[config.mk]
export PLATFORM = sky130hd
export DESIGN_NAME = dataAccessPort
export DESIGN_NICKNAME = d
export VERILOG_FILES = /design/src/source/lsuPkg.sv /design/src/source/dataAccessPort.sv
export VERILOG_INCLUDE_DIRS = /design/src /design/src/source
export SDC_FILE = /design/constraint.sdc
export NUM_CORES = 1
export LEC_CHECK = 0
export BUFFER_PORTS_ARGS = -buffer_cell sky130_fd_sc_hd__buf_2
export CORE_UTILIZATION = 35
export DETAILED_ROUTE_END_ITERATION = 10
export MAX_ROUTING_LAYER = met4
export PLACE_DENSITY_LB_ADDON = 0.05
export SYNTH_ARGS = -nofsm -noshare
export SYNTH_HDL_FRONTEND = slang
export SYNTH_SLANG_ARGS = --single-unit
[constraint.sdc]
create_clock -name clk -period 2.97 [get_ports clk]
set_input_delay 0.297 -clock clk [delete_from_list [all_inputs] [get_ports clk]]
set_output_delay 0.297 -clock clk [all_outputs]
set_load 0.005 [all_outputs]
[src/source/lsu_macros.svh]
`ifndef LSU_MACROS_SVH
`define LSU_MACROS_SVH

// byte address carried by every memory operation.
`define AddrWidth 32

// register-sized data word.
`define DataWidth 32

// reorder tag that follows an operation from dispatch to result.
`define NickWidth 4

// the RAM decodes only this many low address bits, upper bits are ignored.
`define RamAddrWidth 12

// entries in the store/load buffer.
`define SlbDepth 8

`endif

[src/source/lsuPkg.sv]
package lsuPkg;

    // opLoad sign-extends, opLoadU zero-extends.
    typedef enum logic [1:0] {
        opLoad,
        opLoadU,
        opStore
    } memOp_e;

    // users map these to a byte count with their own case.
    typedef enum logic [1:0] {
        lenByte,
        lenHalf,
        lenWord
    } accessLen_e;

    // memRead issues byte reads, memReadLast waits for the final byte to return.
    typedef enum logic [1:0] {
        memIdle,
        memRead,
        memReadLast,
        memWrite
    } memState_e;

endpackage

[src/source/dataAccessPort.sv]
`include "lsu_macros.svh"

module dataAccessPort import lsuPkg::*; (
    input  logic                   clk,
    input  logic                   rst,
    input  logic                   rdy,

    input  logic                   reqEn,
    input  memOp_e                 reqOp,
    input  logic [`AddrWidth-1:0]  reqAddr,
    input  logic [`DataWidth-1:0]  reqData,
    input  accessLen_e             reqLen,
    input  logic [`NickWidth-1:0]  reqNick,
    output logic                   portReady,

    input  logic                   memBusy,
    input  logic                   memDone,
    input  logic [`DataWidth-1:0]  memRData,
    output logic                   memEn,
    output logic                   memStore,
    output logic [`AddrWidth-1:0]  memAddr,
    output logic [`DataWidth-1:0]  memWData,
    output accessLen_e             memLen,

    output logic                   doneEn,
    output logic [`DataWidth-1:0]  doneData,
    output logic [`NickWidth-1:0]  doneNick
);

    logic                  occupied;
    logic                  issued;    // the controller has taken the request.
    logic                  doneEnReg;
    memOp_e                savedOp;
    logic [`NickWidth-1:0] savedNick;
    logic                  signFill;
    logic [`DataWidth-1:0] loadValue;

    // the buffer sees the port as ready while reset is held.
    assign portReady = rst | (rdy & ~occupied);

    assign memEn    = occupied & ~issued & ~memBusy & rdy;
    assign memStore = (savedOp == opStore);
    assign doneEn   = doneEnReg & rdy;

    always_comb begin
        signFill = (savedOp == opLoad);
        case (memLen)
            lenByte: loadValue = {{(`DataWidth - 8){signFill & memRData[7]}}, memRData[7:0]};
            lenHalf: loadValue = {{(`DataWidth - 16){signFill & memRData[15]}}, memRData[15:0]};
            default: loadValue = memRData;
        endcase
    end

    always_ff @(posedge clk) begin
        if (rst) begin
            occupied  <= 1'b0;
            issued    <= 1'b0;
            doneEnReg <= 1'b0;
        end else if (rdy) begin
            doneEnReg <= memDone;
            if (memDone) begin
                occupied <= 1'b0; // the slot frees in the same cycle that doneEn rises.
            end
            if (memEn) begin
                issued <= 1'b1;
            end
            if (reqEn) begin
                occupied <= 1'b1;
                issued   <= 1'b0;
            end
        end
    end

    always_ff @(posedge clk) begin
        if (rdy && reqEn) begin
            savedOp   <= reqOp;
            savedNick <= reqNick;
            memAddr   <= reqAddr;
            memWData  <= reqData;
            memLen    <= reqLen;
        end
        if (rdy && memDone) begin
            doneData <= memStore ? '0 : loadValue;
            doneNick <= savedNick;
        end
    end

    reqIntoBusySlot: assert property (@(posedge clk) disable iff (rst)
        reqEn |-> !occupied)
        else $error("request arrived while the port slot was occupied");

    doneWithoutRequest: assert property (@(posedge clk) disable iff (rst)
        memDone |-> occupied)
        else $error("memory done without an outstanding request");

endmodule

==> results.toml <==
[drt]
drt_iter0_drc = 86
drt_wl_total_mm = 8.60
drtAntennaViolNets = 0
routed_via_density = 4.54
dr_total_vias = 2518
dr.pass1.iters = 4
wire_per_inst_um = 15.5
drc = 0

[timing]
relSlewSlack_pct = 41.3
tightest_slew_ns = 0.863
post-route-period-util_pct = 69.7
min_period_ns = 2.07
fmax_mhz = 483
finalHoldViolCount = 0
finalSetupTns_ns = 0
rsz0062_at_grt = "no"
final.setup_skew_ns = 0.0115
setup_viol = 0
slew_viol_final = 0

[pwr]
p_int_mw = 2.29
pwr-share-seq_pct = 62.6
p_clk_share_pct = 27.9
p_leak_nw = 2.23
swShare_pct = 22.7
power.density_mw_per_mm2 = 563
p_switching_mw = 0.672
pwr-share-comb_pct = 9.5
vdd_drop_max_v = 0.000321

[synthesis]
ys_types = 22
yosys.area_share.simple_pct = 2.80
synth-seq-cells = 111
netlist.area_leader.share_pct = 84.3
syn_area_per_cell_um2 = 19.8
synthMuxAreaShare_pct = 0.618
ys.warnings.count = 0
synth_nets = 304
synth_top_family_by_area = "compound AO/OA/AOI/OAI gates"
synth_top_area_cell = "edfxtp_1"
yosys-top-cells-area = "edfxtp_1 84%, o32ai_1 5.2%, inv_1 2.5%"
synth_area_mm2 = 0.00385
synth-xor-area-share_pct = 0
synth_compound_area_share_pct = 6.63
synthAdderAreaFrac_pct = 0
synth_cells = 194
ys_seq_area_share_pct = 85.8

[worst_hold_path]
hp-class = "input port to flop"
min_delay_path_depth = 1

[layout]
most-common-layout-cells = "215 x buf_2, 108 x edfxtp_1, 26 x inv_1, 23 x o32ai_1, 9 x clkbuf_8"
layout_commonest_cell = "buf_2"
nets = 524
drive_above_1_share_pct = 57.0
design_area_mm2 = 0.00525
area.growth.synth_to_final_pct = 36.4
antenna_cells_inserted = 0

[setup_path]
critPathCapture = "memStore"
crit-reg2reg-launch = "savedOp[0]"
startpoint = "savedOp[0]"
critPathMaxFanout = 20
cp.required_ns = 2.67
reg2reg_depth = 3
critPathLaunchType = "flop"
critPathKind = "flop to primary output"
cp.arrival_ns = 1.77
timing.rr.end = "doneData[22]"
end_kind = "primary output"
rrSetupSlack_ns = 1.30

[global_routing]
grt_max_degree = 49
grt_pass1_vias = 2440
grt_pass1_wl_mm = 12.3
gr-total-overflow = 0
track_usage_pct = 15.3
antenna_found_initial = 0

[outcome]
status = "finished clean"

[clocking]
ctsResizeCount = 0
post_cts_buffers = 0
clkTransAtPathRegs_ns = 0.11
cts_buffers = 9
htreeDepth = 3
root_buffer = "clkbuf_8"
postCtsHoldBufs = 0
cts_sinks = 111
clk_latency_ns = 0.36
clock_path_buffers = 2
cts_tree = "yes"

[die]
core_area_mm2 = 0.0105
fp.dieW_um = 107
die-area_mm2 = 0.0114
io_pins = 216
start_util_pct = 36.6
die_y_um = 107
rows = 37

[place]
hpwl_mm = 6.34
place_area_mm2 = 0.00507
gp_congestion = 0.855
numPortBuffers = 215

[job]
cap_violations = 0
## logic make-up (layout without fill, tap and decap cells)
group | Yosys count | count (layout)
flops | 111 | 111
buf+inv | 35 | 260
compound gates | 29 | 29
simple gates | 17 | 17
mux | 2 | 2
## cells in the mapped netlist
master	instances
o32ai_2	1
or3_1	1
buf_1	1
o21ba_2	1
clkbuf_1	1
o21a_1	1
buf_6	3
buf_2	4
mux2i_2	1
o32ai_1	23
a21boi_0	1
nor2b_1	9
nand2b_1	1
mux2i_1	1
inv_1	26
a21o_1	1
and4bb_2	1
and2_1	3
dfxtp_1	3
a21oi_1	1
nor2_1	2
edfxtp_1	108
## critical path, stage by stage (launching register included)
cell and delay (ns):
edfxtp_1 0.40, nor2b_2 0.51, buf_4 0.35, buf_2 0.16
## flip-flops by register name, indices dropped and copies added, names as in the netlist
register	flops
doneData	32
memAddr	32
memWData	32
doneNick	4
savedNick	4
memLen	2
savedOp	2
doneEnReg	1
issued	1
occupied	1
## worst min-delay path by stage
stage,startpoint,to,slack [ns]
floorplan,rst,doneEnReg,0.37
global placement,savedNick[0],doneNick[0],0.40
detailed placement,savedNick[0],doneNick[0],0.41
CTS,reqAddr[9],memAddr[9],0.08
global route,reqAddr[11],memAddr[11],0.07
finish,reqAddr[9],memAddr[9],0.10
## through the flow
stage / std cells / power (mW) / hold WS, ns / worst slack (ns) / util [%]
2_1_floorplan: 194 / 1.99 / 0.369 / 0.533 / -
3_3_place_gp: 539 / 2.17 / 0.401 / 1.25 / 48.3
3_5_place_dp: 539 / 2.17 / 0.406 / 1.23 / 48.3
4_1_cts: 555 / 3.00 / 0.0815 / 0.882 / 50.0
5_1_grt: 555 / 3.09 / 0.0670 / 0.760 / 50.0
6_report: 555 / 2.96 / 0.104 / 0.900 / 50.0
## power groups by stage
| stage | clock (mW) | sequential [mW] | combinational, mW |
|---|---|---|---|
| detailed placement | 0 | 1.89 | 0.285 |
| CTS | 0.863 | 1.85 | 0.286 |
| finish | 0.826 | 1.85 | 0.280 |
| global placement | 0 | 1.89 | 0.282 |
| floorplan | 0 | 1.90 | 0.0874 |
| global route | 0.924 | 1.86 | 0.308 |
## layout make-up
cell class,count,area [um2]
clock buffers,10,128
multi-input cells,48,390
clock inverters,6,50.0
well taps,136,170
repair buffers,218,1110
inverters,26,97.6
fillers,937,5260
flip-flops and latches,111,3300
## metal layers
metal / vias up / global-route usage (%) / part of all wire [%]
li1: 1186 / - / -
met1: 1171 / 17.7 / 40
met2: 137 / 23.2 / 48
met3: 24 / 4.92 / 8.2
met4: 0 / 9.30 / 3.7
met5: - / - / 0
No activity file was read; power rests on OpenSTA's default activity.
