[src/source/lsu_macros.svh]
`ifndef LSU_MACROS_SVH
`define LSU_MACROS_SVH

// byte address carried by every memory operation.
`define AddrWidth 32

// register-sized data word.
`define DataWidth 32

// reorder tag that follows an operation from dispatch to result.
`define NickWidth 4

// the RAM decodes only this many low address bits, upper bits are ignored.
`define RamAddrWidth 12

// entries in the store/load buffer.
`define SlbDepth 8

`endif

[src/source/lsuPkg.sv]
package lsuPkg;

    // opLoad sign-extends, opLoadU zero-extends.
    typedef enum logic [1:0] {
        opLoad,
        opLoadU,
        opStore
    } memOp_e;

    // users map these to a byte count with their own case.
    typedef enum logic [1:0] {
        lenByte,
        lenHalf,
        lenWord
    } accessLen_e;

    // memRead issues byte reads, memReadLast waits for the final byte to return.
    typedef enum logic [1:0] {
        memIdle,
        memRead,
        memReadLast,
        memWrite
    } memState_e;

endpackage

[src/source/memCtrl.sv]
`include "lsu_macros.svh"

module memCtrl import lsuPkg::*; (
    input  logic                      clk,
    input  logic                      rst,
    input  logic                      rdy,

    input  logic                      memEn,
    input  logic                      memStore,
    input  logic [`AddrWidth-1:0]     memAddr,
    input  logic [`DataWidth-1:0]     memWData,
    input  accessLen_e                memLen,
    output logic                      memBusy,
    output logic                      memDone,
    output logic [`DataWidth-1:0]     memRData,

    output logic                      ramEn,
    output logic                      ramWe,
    output logic [`RamAddrWidth-1:0]  ramAddr,
    output logic [7:0]                ramWData,
    input  logic [7:0]                ramRData
);

    memState_e             state;
    logic [1:0]            byteIdx;  // index of the byte now on the RAM bus.
    logic [1:0]            lastIdx;
    logic [1:0]            lenLast;
    logic                  ramEnReg;
    logic                  ramWeReg;
    logic [`DataWidth-1:0] writeBuf;
    logic [`DataWidth-1:0] readBuf;

    always_comb begin
        case (memLen)
            lenByte: lenLast = 2'd0;
            lenHalf: lenLast = 2'd1;
            default: lenLast = 2'd3;
        endcase
    end

    assign memBusy = (state != memIdle);
    assign ramEn   = ramEnReg & rdy; // a frozen cycle must not re-read and clobber ramRData.
    assign ramWe   = ramWeReg;

    assign memDone = rdy & (((state == memWrite) && (byteIdx == lastIdx)) ||
                            (state == memReadLast));

    // the final byte arrives straight from the RAM in the done cycle.
    always_comb begin
        memRData = readBuf;
        memRData[8 * lastIdx +: 8] = ramRData;
    end

    always_ff @(posedge clk) begin
        if (rst) begin
            state    <= memIdle;
            byteIdx  <= '0;
            lastIdx  <= '0;
            ramEnReg <= 1'b0;
            ramWeReg <= 1'b0;
        end else if (rdy) begin
            case (state)
                memIdle: begin
                    if (memEn) begin
                        ramEnReg <= 1'b1;
                        ramWeReg <= memStore;
                        byteIdx  <= '0;
                        lastIdx  <= lenLast;
                        state    <= memStore ? memWrite : memRead;
                    end
                end
                memWrite: begin
                    if (byteIdx == lastIdx) begin
                        ramEnReg <= 1'b0;
                        ramWeReg <= 1'b0;
                        state    <= memIdle;
                    end else begin
                        byteIdx <= byteIdx + 1'b1;
                    end
                end
                memRead: begin
                    if (byteIdx == lastIdx) begin
                        ramEnReg <= 1'b0;
                        state    <= memReadLast;
                    end else begin
                        byteIdx <= byteIdx + 1'b1;
                    end
                end
                default: state <= memIdle;
            endcase
        end
    end

    // address and data step one byte per cycle, lowest byte first.
    always_ff @(posedge clk) begin
        if (rdy) begin
            case (state)
                memIdle: begin
                    if (memEn) begin
                        ramAddr  <= memAddr[`RamAddrWidth-1:0];
                        ramWData <= memWData[7:0];
                        writeBuf <= memWData >> 8;
                        readBuf  <= '0;
                    end
                end
                memWrite: begin
                    ramAddr  <= ramAddr + 1'b1;
                    ramWData <= writeBuf[7:0];
                    writeBuf <= writeBuf >> 8;
                end
                memRead: begin
                    ramAddr <= ramAddr + 1'b1;
                    if (byteIdx != 2'd0) begin
                        readBuf[8 * (int'(byteIdx) - 1) +: 8] <= ramRData;
                    end
                end
                default: ;
            endcase
        end
    end

    enWhileBusy: assert property (@(posedge clk) disable iff (rst)
        memEn |-> !memBusy)
        else $error("new access presented while the controller was busy");

endmodule

[config.mk]
export PLATFORM = sky130hd
export DESIGN_NAME = memCtrl
export DESIGN_NICKNAME = d
export VERILOG_FILES = /design/src/source/lsuPkg.sv /design/src/source/memCtrl.sv
export VERILOG_INCLUDE_DIRS = /design/src /design/src/source
export SDC_FILE = /design/constraint.sdc
export NUM_CORES = 1
export LEC_CHECK = 0
export BUFFER_PORTS_ARGS = -buffer_cell sky130_fd_sc_hd__clkbuf_2
export CORE_ASPECT_RATIO = 0.7
export CORE_MARGIN = 10
export CORE_UTILIZATION = 53
export DETAILED_ROUTE_END_ITERATION = 10
export PLACE_DENSITY = 0.78
export SYNTH_ARGS = -nofsm -noshare
export SYNTH_HDL_FRONTEND = slang
export SYNTH_SLANG_ARGS = --single-unit
[constraint.sdc]
create_clock -name clk -period 8.4 [get_ports clk]
set_clock_uncertainty 0.1 [all_clocks]
set_input_delay 0.42 -clock clk [delete_from_list [all_inputs] [get_ports clk]]
set_output_delay 0.42 -clock clk [all_outputs]
set_load 0.01 [all_outputs]
==> flow_metrics.py <==
metrics = {
    "synthesis": {
        "synth_top_area_cell": "edfxtp_1",
        "synthCells": 416,
        "synth_top_family_by_area": "compound AO/OA/AOI/OAI gates",
        "synth.area.mux_share": 0.0680,
        "synthXorXnorAreaFrac": 0.0153,
        "synth_compound_area_frac": 0.153,
        "synth.avg_cell_area_sq_um": 11.0,
        "synth_top_area_frac": 0.498,
        "yosysWarnings": 0,
        "ys.flop_type": "edfxtp_1",
        "ys_types": 52,
        "syn_area_sq_um": 4580,
        "synth-simple-area-share": 0.141,
        "synth_edf_count": 76,
        "synth_fp_nets": 507,
        "synthArstFlopShare": 0,
        "ys_seq_elements": 84,
        "ys_top_cells_by_area": "edfxtp_1, mux2_2, dfxtp_1",
        "synth_adder_area_share": 0.0328,
        "yosysSeqAreaShare": 0.533,
    },
    "finish": {
        "drive_above_1_share": 0.321,
        "utilization": 0.656,
        "layout_commonest_cell": "clkbuf_2",
        "syn2layout_area_growth_pct": 20.8,
        "diodes": 0,
        "nNetsFinal": 610,
        "layout.cells.most_common_list": "clkbuf_2, edfxtp_1, inv_1",
    },
    "worst_setup_path": {
        "path_delay_family": "simple AND/OR/NAND/NOR gates",
        "worst-setup-path-type": "flop to output pin",
        "worst-path-stages": 6,
        "startpoint_type": "flop",
        "cp_slowest_stage_delay_ns": 0.95,
        "cp_max_fo": 13,
        "slowest_stage": "nor4bb_1",
        "crit_chain": "inv_1, ha_1, nor4bb_1, inv_1, o22ai_1, clkbuf_2",
        "reg2reg_depth": 5,
        "required_ns": 7.88,
        "critPathMostFrequentCell": "inv_1",
        "critPathArrivalTime_ns": 2.94,
        "cp-end-kind": "output pin",
        "worst-path-buf-inv": 3,
    },
    "sta": {
        "final.min_clock_period_ns": 3.46,
        "holdWs_ns": 0.248,
        "setup_viol": 0,
        "max_freq_ghz": 0.289,
        "tightest_slew_ns": 1.26,
        "rsz0062_at_grt": "false",
        "period_share": 0.411,
        "finalMaxSlewViolations": 0,
        "timing.final.hold_violations": 0,
        "tns_ns": 0,
        "slew_headroom": 0.163,
    },
    "cts": {
        "postCtsSetupBuffers": 0,
        "htree_num_levels": 3,
        "cts.clk_slew.worst_paths_ns": 0.07,
        "cts-root-buf": "clkbuf_16",
        "cts_tree": "yes",
        "clk_path_buf_depth": 2,
        "clk_latency_ns": 0.33,
        "numCtsBuffers": 9,
        "holdBufCountCts": 0,
        "cts_resized": 0,
        "cts_sinks": 84,
    },
    "pwr": {
        "peakVddDrop_v": 0.000131,
        "power.total_mw": 1.05,
        "powerDensity_nw_per_um2": 190,
        "p_leak_nw": 2.17,
    },
    "hold_path": {
        "hold_depth": 3,
        "hold_class": "input pin to flop",
    },
    "floorplan": {
        "row_count": 28,
        "start_util": 0.543,
        "die_y_um": 97.8,
        "pin_count": 135,
        "coreArea_sq_um": 8440,
        "die_w_um": 131,
        "dieArea_sq_um": 12800,
    },
    "drt": {
        "routed_wl_um": 11700,
        "vias_per_cell": 5.77,
        "vias": 3713,
        "first_iter_violations": 467,
        "drc": 0,
        "first_pass_iters": 5,
        "wl_per_cell_um": 18.1,
        "ant_nets": 0,
    },
    "global_route": {
        "grt_antenna_before_repair": 0,
        "grt_pass1_wl_um": 19000,
        "overflow": 0,
        "grt.total_usage": 0.179,
        "grt_max_degree": 40,
        "grt_pass1_vias": 3730,
    },
    "status": {
        "status": "finished, final reports clean",
    },
    "place": {
        "place_congestion": 0.879,
        "io_buffers": 114,
        "dp_hpwl_um": 8500,
    },
    "flow_run": {
        "cap_violations": 0,
    },
}
-- state kept, by name, indices dropped and copies added, names as in the netlist --
name and flops:
ramWe 1, ramEnReg 1, lastIdx 2, readBuf 32, byteIdx 2, state 2, writeBuf 24, ramWData 8
ramAddr 12
-- per-layer routing --
metal / global-route usage / share of wire / wire, um / up-vias
li1: - / - / - / 1776
met1: 0.222 / 0.43 / 4980 / 1756
met2: 0.290 / 0.49 / 5670 / 164
met3: 0.0609 / 0.077 / 897 / 17
met4: 0.0560 / 0.010 / 118 / 0
met5: 0 / 0 / 0 / -
-- final timing paths --
path | endpoint | slack (ns) | startpoint
max | memRData[28] | 4.94 | lastIdx[0]$_SDFFE_PP0P_
min | lastIdx[1]$_SDFFE_PP0P_ | 0.25 | memLen[1]
max reg2reg | readBuf[13]$_SDFFCE_PN0P_ | 5.59 | byteIdx[0]$_SDFFE_PP0P_
min reg2reg | ramWData[4]$_DFFE_PP_ | 0.45 | writeBuf[4]$_DFFE_PP_
-- where the power goes --
part           switching [mW]  total (mW)  leakage (nW)  internal, mW
combinational          0.0902       0.150          1.24        0.0599
clock                   0.166       0.400         0.149         0.234
sequential             0.0149       0.500         0.784         0.485
-- per-stage QoR --
step                instances  setup WS (ns)  area (sq um)
floorplan                 416           4.45          4580
global placement          628           5.46          5230
detailed placement        628           5.43          5230
CTS                       644           5.05          5540
global route              644           4.75          5540
finish                    644           4.94          5540
-- cells in the mapped netlist (all sizes together), types with 2 or more instances --
cell type  instances
nor2              31
or3                4
clkbuf            14
and3               3
and2               9
nand2b             7
o31ai              3
inv               38
buf               12
o311ai             2
xor2               6
a32oi             16
nand4b             2
o32a               2
a31oi              9
nor2b              3
o32ai             16
edfxtp            76
o21ai             28
a21oi              3
ha                12
nor3               3
nand4              4
o22ai              4
o2bb2ai            3
nand3              6
mux2              25
nor4bb             2
nand2             34
dfxtp              8
nor3b              2
or4                6
a22o               6
mux2i              3
xnor2              2
-- kinds of logic after synthesis --
| group | count (synthesis) |
|---|---|
| compound gates | 98 |
| xor+xnor | 8 |
| fa+ha+maj | 12 |
| buf+inv | 64 |
| flops | 84 |
| mux | 28 |
| simple gates | 122 |
-- worst min-delay path: stages --
cell      delay [ns]
clkbuf_2        0.09
mux2i_1         0.06
nor2_1          0.07
-- area by class of cell --
class,instances,area [sq um]
Inverter,38,143
Tap cell,120,150
Timing Repair Buffer,118,601
Clock inverter,6,72.6
Multi-Input combinational cell,268,1900
Clock buffer,10,229
Sequential cell,84,2440
Fill cell,681,2910
Note: power is estimated with default switching activity, not from simulation.
