--- src/source/lsu_macros.svh ---
`ifndef LSU_MACROS_SVH
`define LSU_MACROS_SVH

// byte address carried by every memory operation.
`define AddrWidth 32

// register-sized data word.
`define DataWidth 32

// reorder tag that follows an operation from dispatch to result.
`define NickWidth 4

// the RAM decodes only this many low address bits, upper bits are ignored.
`define RamAddrWidth 12

// entries in the store/load buffer.
`define SlbDepth 8

`endif

--- src/source/lsuPkg.sv ---
package lsuPkg;

    // opLoad sign-extends, opLoadU zero-extends.
    typedef enum logic [1:0] {
        opLoad,
        opLoadU,
        opStore
    } memOp_e;

    // users map these to a byte count with their own case.
    typedef enum logic [1:0] {
        lenByte,
        lenHalf,
        lenWord
    } accessLen_e;

    // memRead issues byte reads, memReadLast waits for the final byte to return.
    typedef enum logic [1:0] {
        memIdle,
        memRead,
        memReadLast,
        memWrite
    } memState_e;

endpackage

--- src/source/storeLoadBuffer.sv ---
`include "lsu_macros.svh"

module storeLoadBuffer import lsuPkg::*; (
    input  logic                   clk,
    input  logic                   rst,
    input  logic                   rdy,

    input  logic                   dispatchEn,
    input  memOp_e                 dispatchOp,
    input  logic [`AddrWidth-1:0]  dispatchAddr,
    input  logic [`DataWidth-1:0]  dispatchData,
    input  accessLen_e             dispatchLen,
    input  logic [`NickWidth-1:0]  dispatchNick,
    output logic                   slbFull,

    input  logic                   portReady,
    output logic                   reqEn,
    output memOp_e                 reqOp,
    output logic [`AddrWidth-1:0]  reqAddr,
    output logic [`DataWidth-1:0]  reqData,
    output accessLen_e             reqLen,
    output logic [`NickWidth-1:0]  reqNick,

    input  logic                   doneEn,
    input  logic [`DataWidth-1:0]  doneData,
    input  logic [`NickWidth-1:0]  doneNick,

    output logic                   resultValid,
    output logic [`DataWidth-1:0]  resultData,
    output logic [`NickWidth-1:0]  resultNick
);

    localparam int PtrWidth = $clog2(`SlbDepth);
    localparam int CntWidth = PtrWidth + 1;

    memOp_e                opQ   [`SlbDepth];
    logic [`AddrWidth-1:0] addrQ [`SlbDepth];
    logic [`DataWidth-1:0] dataQ [`SlbDepth];
    accessLen_e            lenQ  [`SlbDepth];
    logic [`NickWidth-1:0] nickQ [`SlbDepth];

    logic [PtrWidth-1:0] head;
    logic [PtrWidth-1:0] tail;
    logic [CntWidth-1:0] count;
    logic                push;
    logic                resultValidReg;

    function automatic logic [PtrWidth-1:0] nextPtr(input logic [PtrWidth-1:0] ptr);
        if (ptr == PtrWidth'(`SlbDepth - 1)) begin
            return '0;
        end
        return ptr + 1'b1;
    endfunction

    assign slbFull = (count == CntWidth'(`SlbDepth));
    assign push    = dispatchEn & rdy & ~slbFull; // a strobe into a full queue is dropped.

    // the head goes out as soon as the port can take it.
    assign reqEn   = portReady & rdy & (count != '0);
    assign reqOp   = opQ[head];
    assign reqAddr = addrQ[head];
    assign reqData = dataQ[head];
    assign reqLen  = lenQ[head];
    assign reqNick = nickQ[head];

    assign resultValid = resultValidReg & rdy; // a held pulse shows once rdy returns.

    always_ff @(posedge clk) begin
        if (rst) begin
            head           <= '0;
            tail           <= '0;
            count          <= '0;
            resultValidReg <= 1'b0;
        end else if (rdy) begin
            if (push) begin
                tail <= nextPtr(tail);
            end
            if (reqEn) begin
                head <= nextPtr(head);
            end
            if (push && !reqEn) begin
                count <= count + 1'b1;
            end else if (reqEn && !push) begin
                count <= count - 1'b1;
            end
            resultValidReg <= doneEn;
        end
    end

    always_ff @(posedge clk) begin
        if (push) begin
            opQ[tail]   <= dispatchOp;
            addrQ[tail] <= dispatchAddr;
            dataQ[tail] <= dispatchData;
            lenQ[tail]  <= dispatchLen;
            nickQ[tail] <= dispatchNick;
        end
    end

    always_ff @(posedge clk) begin
        if (rdy && doneEn) begin
            resultData <= doneData;
            resultNick <= doneNick;
        end
    end

    dispatchWhenFull: assert property (@(posedge clk) disable iff (rst)
        dispatchEn |-> !slbFull)
        else $error("dispatch strobe arrived while the buffer was full");

endmodule

--- config.mk ---
export PLATFORM = sky130hd
export DESIGN_NAME = storeLoadBuffer
export DESIGN_NICKNAME = d
export VERILOG_FILES = /design/src/source/lsuPkg.sv /design/src/source/storeLoadBuffer.sv
export VERILOG_INCLUDE_DIRS = /design/src /design/src/source
export SDC_FILE = /design/constraint.sdc
export NUM_CORES = 1
export LEC_CHECK = 0
export BUFFER_PORTS_ARGS = -buffer_cell sky130_fd_sc_hd__buf_4
export CAP_MARGIN = 40
export CORE_MARGIN = 2
export CORE_UTILIZATION = 55
export DETAILED_ROUTE_END_ITERATION = 16
export HOLD_SLACK_MARGIN = 0.02
export MAX_ROUTING_LAYER = met4
export PLACE_DENSITY = 0.86
export SYNTH_ARGS = -nofsm -noshare
export SYNTH_HDL_FRONTEND = slang
export SYNTH_SLANG_ARGS = --single-unit
--- constraint.sdc ---
create_clock -name clk -period 26.4 [get_ports clk]
set_input_delay 2.64 -clock clk [delete_from_list [all_inputs] [get_ports clk]]
set_output_delay 2.64 -clock clk [all_outputs]
set_load 0.005 [all_outputs]
==> results.sh, run 1 <==
export IMPL_synth_cell_types=34
export IMPL_core_area_um2=42800
export IMPL_ant_nets=0
export IMPL_finalSetupViolCount=0
export IMPL_synthCells=950
export IMPL_drt_pass1_iter_count=6
export IMPL_crit_path_max_fanout=6
export IMPL_ys_seq_area_share_pct=78.8
export IMPL_cts_setup_buffers=0
export IMPL_finalSetupTns_ps=0
export IMPL_ys_ff_latch=626
export IMPL_insertion_delay_ps=610
export IMPL_clk_path_buf_depth=3
export IMPL_syn_cell_area_um2=23700
export IMPL_path_cells="buf_4 > nand2_1 > a21oi_1 > buf_4"
export IMPL_endpoint_kind="primary output"
export IMPL_clock_fmax_mhz=165
export IMPL_dp_slack_ps=20360
export IMPL_nets=1342
export IMPL_dp_cells=1705
export IMPL_min_delay_path_class="flip-flop to flip-flop"
export IMPL_worstReg2RegStart="count[1]$_SDFFE_PP0P_"
export IMPL_instances_no_fill=1816
export IMPL_clock_skew_ps=14.5
export IMPL_antenna_found_initial=1
export IMPL_hold_viol_final=0
export IMPL_cts_tree="done"
export IMPL_status="finished clean"
export IMPL_dp_final_hpwl_mm=24.9
export IMPL_final_cell_mix="612 x edfxtp_1, 243 x buf_4, 144 x mux4_2"
export IMPL_row_count=76
export IMPL_tightest_slew_ps=946
export IMPL_initial_core_util_pct=55.3
export IMPL_drive_gt1_share_pct=44.4
export IMPL_grt_pass1_vias=11400
export IMPL_syn_nets=1072
export IMPL_grt_max_degree=101
export IMPL_wl_per_cell_um=24.7
export IMPL_clockRootBuffer="clkbuf_16"
export IMPL_max_slew_margin_pct=36.9
export IMPL_yosys_warnings=0
export IMPL_dieArea_um2=44700
export IMPL_finalCritPeriodShare_pct=22.9
export IMPL_dieHeight_um=212
export IMPL_vias_per_cell=5.85
export IMPL_grtUsageTotal_pct=21.3
export IMPL_area_growth_pct=18.5
export IMPL_final_common_cell="edfxtp_1"
export IMPL_cp_start_kind="primary input"
export IMPL_postSynthAreaPerCell_um2=24.9
export IMPL_fin_crit_ps=6060
export IMPL_rsz0062_at_grt="false"
export IMPL_whs_ps=529
export IMPL_cts_hold_buffers=0
export IMPL_clock_sinks=626
export IMPL_path_clk_slew_ps=60
export IMPL_ir_drop_uv=55.3
export IMPL_numCtsBuffers=59
export IMPL_finalMaxSlewViolations=0
export IMPL_ios=225
export IMPL_dr_total_vias=10600
export IMPL_worstHoldStart="count[3]$_SDFFE_PP0P_"
export IMPL_place_gp_congestion=0.705
export IMPL_crit_start="rdy"
export IMPL_crit_arrival_ps=3420
export IMPL_required_ps=23760
export IMPL_total_power_mw=2.08
export IMPL_drcViolationCount=0
export IMPL_fillers=2642
export IMPL_fin_ws_ps=20340
export IMPL_overflow=0
export IMPL_leakagePower_nw=9.23
export IMPL_h_tree_depth=2
export IMPL_cp_top_family="compound AO/OA/AOI/OAI gates"
export IMPL_fp_dieW_um=212
export IMPL_cpMostUsedCell="buf_4"
export IMPL_cp_buffers_inverters=2
export IMPL_utilization_pct=65.6
export IMPL_grt_pass1_wl_mm=68.0
export IMPL_power_density_nw_per_um2=74.2
export IMPL_initialDrtViolationCount=934
export IMPL_criticalPathCategory="primary input to primary output"
export IMPL_cap_viol_max_count=0
export IMPL_portBuffers=224
export IMPL_wl_mm=44.8
export IMPL_worst_path_max_delay_cell="a21oi_1"
export IMPL_design_area_um2=28100
export IMPL_slowest_delay_ps=410
export IMPL_dpl_cell_area_um2=26200
export IMPL_cts_resized=0
[sequential cells by signal, summed over array words and instances, names as in the netlist, named ones only]
name,flops
dataQ,256
head,3
addrQ,256
opQ,16
lenQ,16
resultValidReg,1
resultData,32
count,4
resultNick,4
nickQ,32
tail,3
[Yosys cell counts]
cell	number	area, µm²
dfxtp_1	14	280
buf_6	1	11.3
or2_1	1	6.26
nand2b_1	2	12.5
buf_2	16	80.1
clkbuf_1	11	41.3
or4b_1	1	10.0
mux2_2	12	135
mux2_4	60	901
edfxtp_1	612	18400
mux4_2	144	3240
a21oi_2	1	8.76
nor3_1	5	25.0
buf_12	7	140
nand3_1	1	5.00
xnor2_1	2	17.5
nor2b_1	2	12.5
a211oi_1	1	7.51
nor2_1	15	56.3
a21oi_1	2	10.0
buf_4	1	7.51
mux2i_1	7	70.1
ha_1	7	87.6
fa_1	1	20.0
buf_1	6	22.5
nor4_1	1	6.26
clkbuf_2	1	5.00
and3_1	1	6.26
nand2_1	4	15.0
a21o_1	2	15.0
o211ai_1	1	7.51
inv_2	1	3.75
inv_1	4	15.0
and2_1	3	18.8
[final timing paths]
path	endpoint	slack, ps	depth (start not counted)
setup reg to reg	addrQ[4][30]$_DFFE_PP_	23220	8
setup / recovery	reqEn	20340	4
hold reg to reg	count[3]$_SDFFE_PP0P_	530	2
hold / removal	count[3]$_SDFFE_PP0P_	530	2
[kinds of logic (layout without fill, tap and decap cells)]
kind of cell             count (synthesis)  in the layout  synth area share, %
XOR/XNOR                                 2              2               0.0740
buffers and inverters                   48            367                 1.38
other                                    0              1                    0
AO/OA/AOI/OAI                            7              7                0.206
flip-flops                             626            626                 78.8
multiplexers                           223            223                 18.4
adder cells (fa/ha/maj)                  8              8                0.454
AND/OR/NAND/NOR                         36             36                0.734
[per-layer routing]
layer  track usage, %  part of all wire, %
met5                -                    0
met4             6.56                  2.3
met2             35.6                   53
met1             27.2                   39
met3             3.74                  5.7
[power breakdown]
group | switching [mW] | internal (mW) | total, mW | leakage (nW)
clock network | 0.349 | 0.478 | 0.827 | 0.929
registers | 0.00661 | 1.11 | 1.11 | 5.66
logic | 0.0596 | 0.0803 | 0.140 | 2.65
total | 0.415 | 1.67 | 2.08 | 9.23
[area by class of cell]
type | count | area, µm² | area share (%)
antenna | 1 | 2.50 | 0.00892
clock buffer | 75 | 1570 | 5.59
clock inverter | 35 | 335 | 1.20
inverter | 5 | 18.8 | 0.0669
multi-input combinational | 276 | 4750 | 16.9
sequential | 626 | 18700 | 66.5
tap | 546 | 683 | 2.43
timing repair buffer | 252 | 2030 | 7.25
[tightest hold or removal path, cell delays in order, from the launching register on]
cell and delay, ps:
dfxtp_1 340, nand3_1 90, a21oi_2 50
No activity file was read; power rests on OpenSTA's default activity.
==> run 2, diff against run 1 <==
- CORE_UTILIZATION: 55 -> 53
- clock period: 26.4 -> 5.5 ns (I/O delays scaled with it)
==> run 2 against run 1 <==
Compared with the run above: critical path depth up 1; total power increased to 4.8 times the previous value; cell count up 2.4%; critical path type is now flip-flop to primary output; register-to-register slack worse by 21000 ps.
==> results.sh, run 2 (synthesis gave the netlist of run 1 again) <==
export IMPL_clock_skew_ps=8.87
export IMPL_final_common_cell="edfxtp_1"
export IMPL_cts_hold_buffers=0
export IMPL_max_slew_margin_pct=43.7
export IMPL_ir_drop_uv=275
export IMPL_area_growth_pct=18.7
export IMPL_dp_final_hpwl_mm=26.6
export IMPL_drcViolationCount=0
export IMPL_drive_gt1_share_pct=44.8
export IMPL_nets=1339
export IMPL_fillers=2881
export IMPL_rsz0062_at_grt="false"
export IMPL_grt_pass1_vias=11600
export IMPL_min_delay_path_class="primary input to flip-flop"
export IMPL_utilization_pct=63.7
export IMPL_slowest_delay_ps=600
export IMPL_dieArea_um2=46400
export IMPL_wl_per_cell_um=24.7
export IMPL_worstHoldStart="doneData[22]"
export IMPL_clk_path_buf_depth=3
export IMPL_ios=225
export IMPL_fp_dieW_um=215
export IMPL_cp_start_kind="flip-flop"
export IMPL_finalSetupTns_ps=0
export IMPL_required_ps=4950
export IMPL_cap_viol_max_count=0
export IMPL_worst_path_max_delay_cell="mux4_2"
export IMPL_row_count=77
export IMPL_cts_setup_buffers=0
export IMPL_clockRootBuffer="clkbuf_16"
export IMPL_fin_ws_ps=2050
export IMPL_leakagePower_nw=9.22
export IMPL_status="finished clean"
export IMPL_regArea_um2=18700
export IMPL_grtUsageTotal_pct=20.8
export IMPL_drt_pass1_iter_count=5
export IMPL_path_cells="buf_16 > buf_12 > mux4_2 > mux2_4 > buf_4"
export IMPL_core_area_um2=44100
export IMPL_crit_path_max_fanout=52
export IMPL_finalSetupViolCount=0
export IMPL_design_area_um2=28100
export IMPL_ant_nets=0
export IMPL_power_density_nw_per_um2=356
export IMPL_crit_arrival_ps=2900
export IMPL_final_cell_mix="612 x edfxtp_1, 244 x buf_4, 144 x mux4_2"
export IMPL_cts_resized=0
export IMPL_clock_sinks=626
export IMPL_worstReg2RegStart="count[0]$_SDFFE_PP0P_"
export IMPL_grt_max_degree=53
export IMPL_finalCritPeriodShare_pct=62.6
export IMPL_cts_tree="done"
export IMPL_antenna_found_initial=4
export IMPL_initial_core_util_pct=53.7
export IMPL_dieHeight_um=215
export IMPL_grt_pass1_wl_mm=69.6
export IMPL_largestRegisters="addrQ x256, dataQ x256"
export IMPL_dp_slack_ps=2310
export IMPL_numCtsBuffers=57
export IMPL_fin_crit_ps=3450
export IMPL_criticalPathCategory="flip-flop to primary output"
export IMPL_multi_input_area_um2=4760
export IMPL_initialDrtViolationCount=859
export IMPL_insertion_delay_ps=590
export IMPL_finalMaxSlewViolations=0
export IMPL_dpl_cell_area_um2=26200
export IMPL_endpoint_kind="primary output"
export IMPL_clock_fmax_mhz=290
export IMPL_overflow=0
export IMPL_place_gp_congestion=0.733
export IMPL_hold_viol_final=0
export IMPL_tightest_slew_ps=844
export IMPL_path_clk_slew_ps=60
export IMPL_portBuffers=224
export IMPL_dr_total_vias=10600
export IMPL_h_tree_depth=2
export IMPL_vias_per_cell=5.72
export IMPL_wl_mm=45.9
-- run 2: cell types whose count changed in the layout (fill, tap and decap cells not counted), sizes merged --
cell | previous run | this run
clkinvlp | 2 | 4
clkbuf | 75 | 67
buf | 252 | 251
diode | 1 | 4
bufinv | 6 | 8
-- run 2: where the power goes --
group / internal, mW / switching (mW)
sequential: 5.32 / 0.0299
clock: 2.34 / 1.66
combinational: 0.385 / 0.296
-- run 2: metal layers --
| metal | global-route usage (%) | vias to the layer above | share of wire, % |
|---|---|---|---|
| met2 | 33.9 | 403 | 52 |
| met1 | 27.1 | 5577 | 39 |
| met5 | - | - | 0 |
| met3 | 4.06 | 79 | 6.4 |
| met4 | 5.77 | 0 | 2.3 |
| li1 | - | 4573 | - |
-- run 2: cell type report --
type / instances / share of cell area [%]
well taps: 592 / 2.63
repair buffers: 251 / 7.12
clock buffers: 67 / 5.36
clock inverters: 39 / 1.47
multi-input cells: 276 / 16.9
inverters: 5 / 0.0667
flip-flops and latches: 626 / 66.4
diodes: 4 / 0.0356
-- run 2: worst max-delay path: cells and delay by family, from the launching register on --
family	cells	cell delay, ps
buffers and inverters	3	830
flip-flops	1	510
multiplexers	2	890
-- run 2: stage by stage --
| step | hold WS (ps) | std cells | power, mW |
|---|---|---|---|
| 2_1_floorplan | 453 | 950 | 5.84 |
| 4_1_cts | 81.9 | 1856 | 10.1 |
| 3_5_place_dp | 487 | 1750 | 6.14 |
| 3_3_place_gp | 464 | 1745 | 6.11 |
| 5_1_grt | 85.4 | 1860 | 10.3 |
| 6_report | 123 | 1860 | 10.0 |
-- run 2: path summary, 6_finish.rpt --
kind	slack [ps]	cells after the start	to
worst min register to register	490	2	resultValidReg$_SDFFE_PP0P_
worst max register to register	2330	8	dataQ[4][30]$_DFFE_PP_
worst max-delay path	2050	5	reqLen[0]
worst min-delay path	120	1	resultData[22]$_DFFE_PP_
==> run 3, diff against run 2 <==
- clock period: 5.5 -> 3.1 ns (I/O delays scaled with it)
==> run 3 against run 2 <==
Compared with the run above: total power increased by 76%; worst setup slack worse by 1900 ps; clock power is 69% higher; first-iteration DRC count rose by 16%; critical path type unchanged; critical endpoint is now reqAddr[7]; highest routed layer unchanged.
==> results.sh, run 3 (synthesis gave the netlist of run 1 again) <==
export IMPL_cp_start_kind="flip-flop"
export IMPL_ant_nets=0
export IMPL_status="finished clean"
export IMPL_final_cell_mix="612 x edfxtp_1, 235 x buf_4, 144 x mux4_2"
export IMPL_initial_core_util_pct=53.7
export IMPL_antenna_found_initial=0
export IMPL_finalMaxSlewViolations=0
export IMPL_cts_tree="done"
export IMPL_drive_gt1_share_pct=41.2
export IMPL_endpoint_kind="primary output"
export IMPL_diodes=0
export IMPL_core_area_um2=44100
export IMPL_area_growth_pct=23.7
export IMPL_max_slew_margin_pct=44.5
export IMPL_h_tree_depth=2
export IMPL_clock_skew_ps=15.5
export IMPL_criticalPathCategory="flip-flop to primary output"
export IMPL_internal_power_mw=14.1
export IMPL_r2r_slack_ps=360
export IMPL_clock_sinks=626
export IMPL_dr_total_vias=11100
export IMPL_finalSetupTns_ps=0
export IMPL_insertion_delay_ps=600
export IMPL_place_gp_congestion=0.717
export IMPL_vias_per_cell=5.65
export IMPL_p_sw_mw=3.54
export IMPL_overflow=0
export IMPL_hold_viol_final=0
export IMPL_dieArea_um2=46400
export IMPL_worstHoldStart="portReady"
export IMPL_ios=225
export IMPL_largestRegisters="addrQ x256, dataQ x256"
export IMPL_ir_drop_uv=475
export IMPL_cts_resized=0
export IMPL_power_density_nw_per_um2=601
export IMPL_rsz0062_at_grt="false"
export IMPL_crit_path_max_fanout=19
export IMPL_drt_pass1_iter_count=5
export IMPL_grt_max_degree=73
export IMPL_comb_power_share_pct=7.6
export IMPL_wl_mm=47.2
export IMPL_worstReg2RegStart="count[2]$_SDFFE_PP0P_"
export IMPL_final_common_cell="edfxtp_1"
export IMPL_drcViolationCount=0
export IMPL_required_ps=2790
export IMPL_initialDrtViolationCount=993
export IMPL_dieHeight_um=215
export IMPL_ff2ff_path_depth=11
export IMPL_grt_pass1_wl_mm=71.9
export IMPL_crit_arrival_ps=2620
export IMPL_min_delay_path_class="primary input to flip-flop"
export IMPL_wl_per_cell_um=23.9
export IMPL_finalCritPeriodShare_pct=94.6
export IMPL_row_count=77
export IMPL_numCtsBuffers=60
export IMPL_grtUsageTotal_pct=21.3
export IMPL_min_path_cells=6
export IMPL_r2r_end="count[3]$_SDFFE_PP0P_"
export IMPL_grt_pass1_vias=12200
export IMPL_cts_hold_buffers=110
export IMPL_pwr_share_seq_pct=54.0
export IMPL_cts_setup_buffers=0
export IMPL_utilization_pct=66.4
export IMPL_leakagePower_nw=9.67
export IMPL_clk_path_buf_depth=3
export IMPL_path_clk_slew_ps=60
export IMPL_dp_final_hpwl_mm=24.5
export IMPL_portBuffers=224
export IMPL_fp_dieW_um=215
export IMPL_fin_crit_ps=2930
export IMPL_clockRootBuffer="clkbuf_16"
export IMPL_clock_fmax_mhz=341
export IMPL_finalSetupViolCount=0
export IMPL_cap_viol_max_count=0
export IMPL_nets=1456
export IMPL_tightest_slew_ps=830
export IMPL_swShare_pct=20.1
export IMPL_clkPwrFrac_pct=38.4
## run 3: final cells by class
type | count | area (µm²)
Timing Repair Buffer | 365 | 3270
Clock inverter | 34 | 244
Tap cell | 592 | 741
Clock buffer | 73 | 1570
Fill cell | 2742 | 14800
Multi-Input combinational cell | 276 | 4790
Inverter | 5 | 18.8
Sequential cell | 626 | 18700
## run 3: worst max-delay path, cell delays in order, from the launching register on
cell,delay (ps)
dfxtp_4,640
buf_4,380
mux4_2,570
mux2_4,280
buf_4,130
## run 3: layer usage
layer / routed length [µm] / GRT usage (%)
met1: 19700 / 28.5
met2: 23800 / 34.5
met4: 907 / 5.49
met3: 2790 / 3.82
met5: 0 / -
## run 3: worst max-delay path by stage
stage	from	endpoint	slack (ps)
3_3_place_gp	count[0]$_SDFFE_PP0P_	count[3]$_SDFFE_PP0P_	510
2_1_floorplan	count[1]$_SDFFE_PP0P_	addrQ[0][0]$_DFFE_PP_	-610
6_report	flip-flop	reqAddr[7]	170
4_1_cts	flip-flop	reqAddr[7]	80
3_5_place_dp	count[2]$_SDFFE_PP0P_	count[3]$_SDFFE_PP0P_	370
5_1_grt	flip-flop	reqAddr[7]	30
## run 3: power groups by stage
stage                     clock, mW  combinational, mW  sequential (mW)
final                          6.76               1.34             9.50
after global routing           7.20               1.43             9.51
after CTS                      6.90               1.35             9.50
after detailed placement          0               1.23             9.68
after global placement            0               1.19             9.67
after floorplan                   0              0.699             9.66
## run 3: per-stage QoR
stage | hold slack (ps) | cells | area, µm² | power, mW | setup slack, ps
detailed placement | 480 | 1754 | 26400 | 10.9 | 367
global placement | 472 | 1754 | 26400 | 10.9 | 512
finish | 322 | 1971 | 29300 | 17.6 | 168
global route | 349 | 1971 | 29300 | 18.1 | 32.9
floorplan | 383 | 950 | 23800 | 10.4 | -606
CTS | 274 | 1971 | 29300 | 17.8 | 75.2
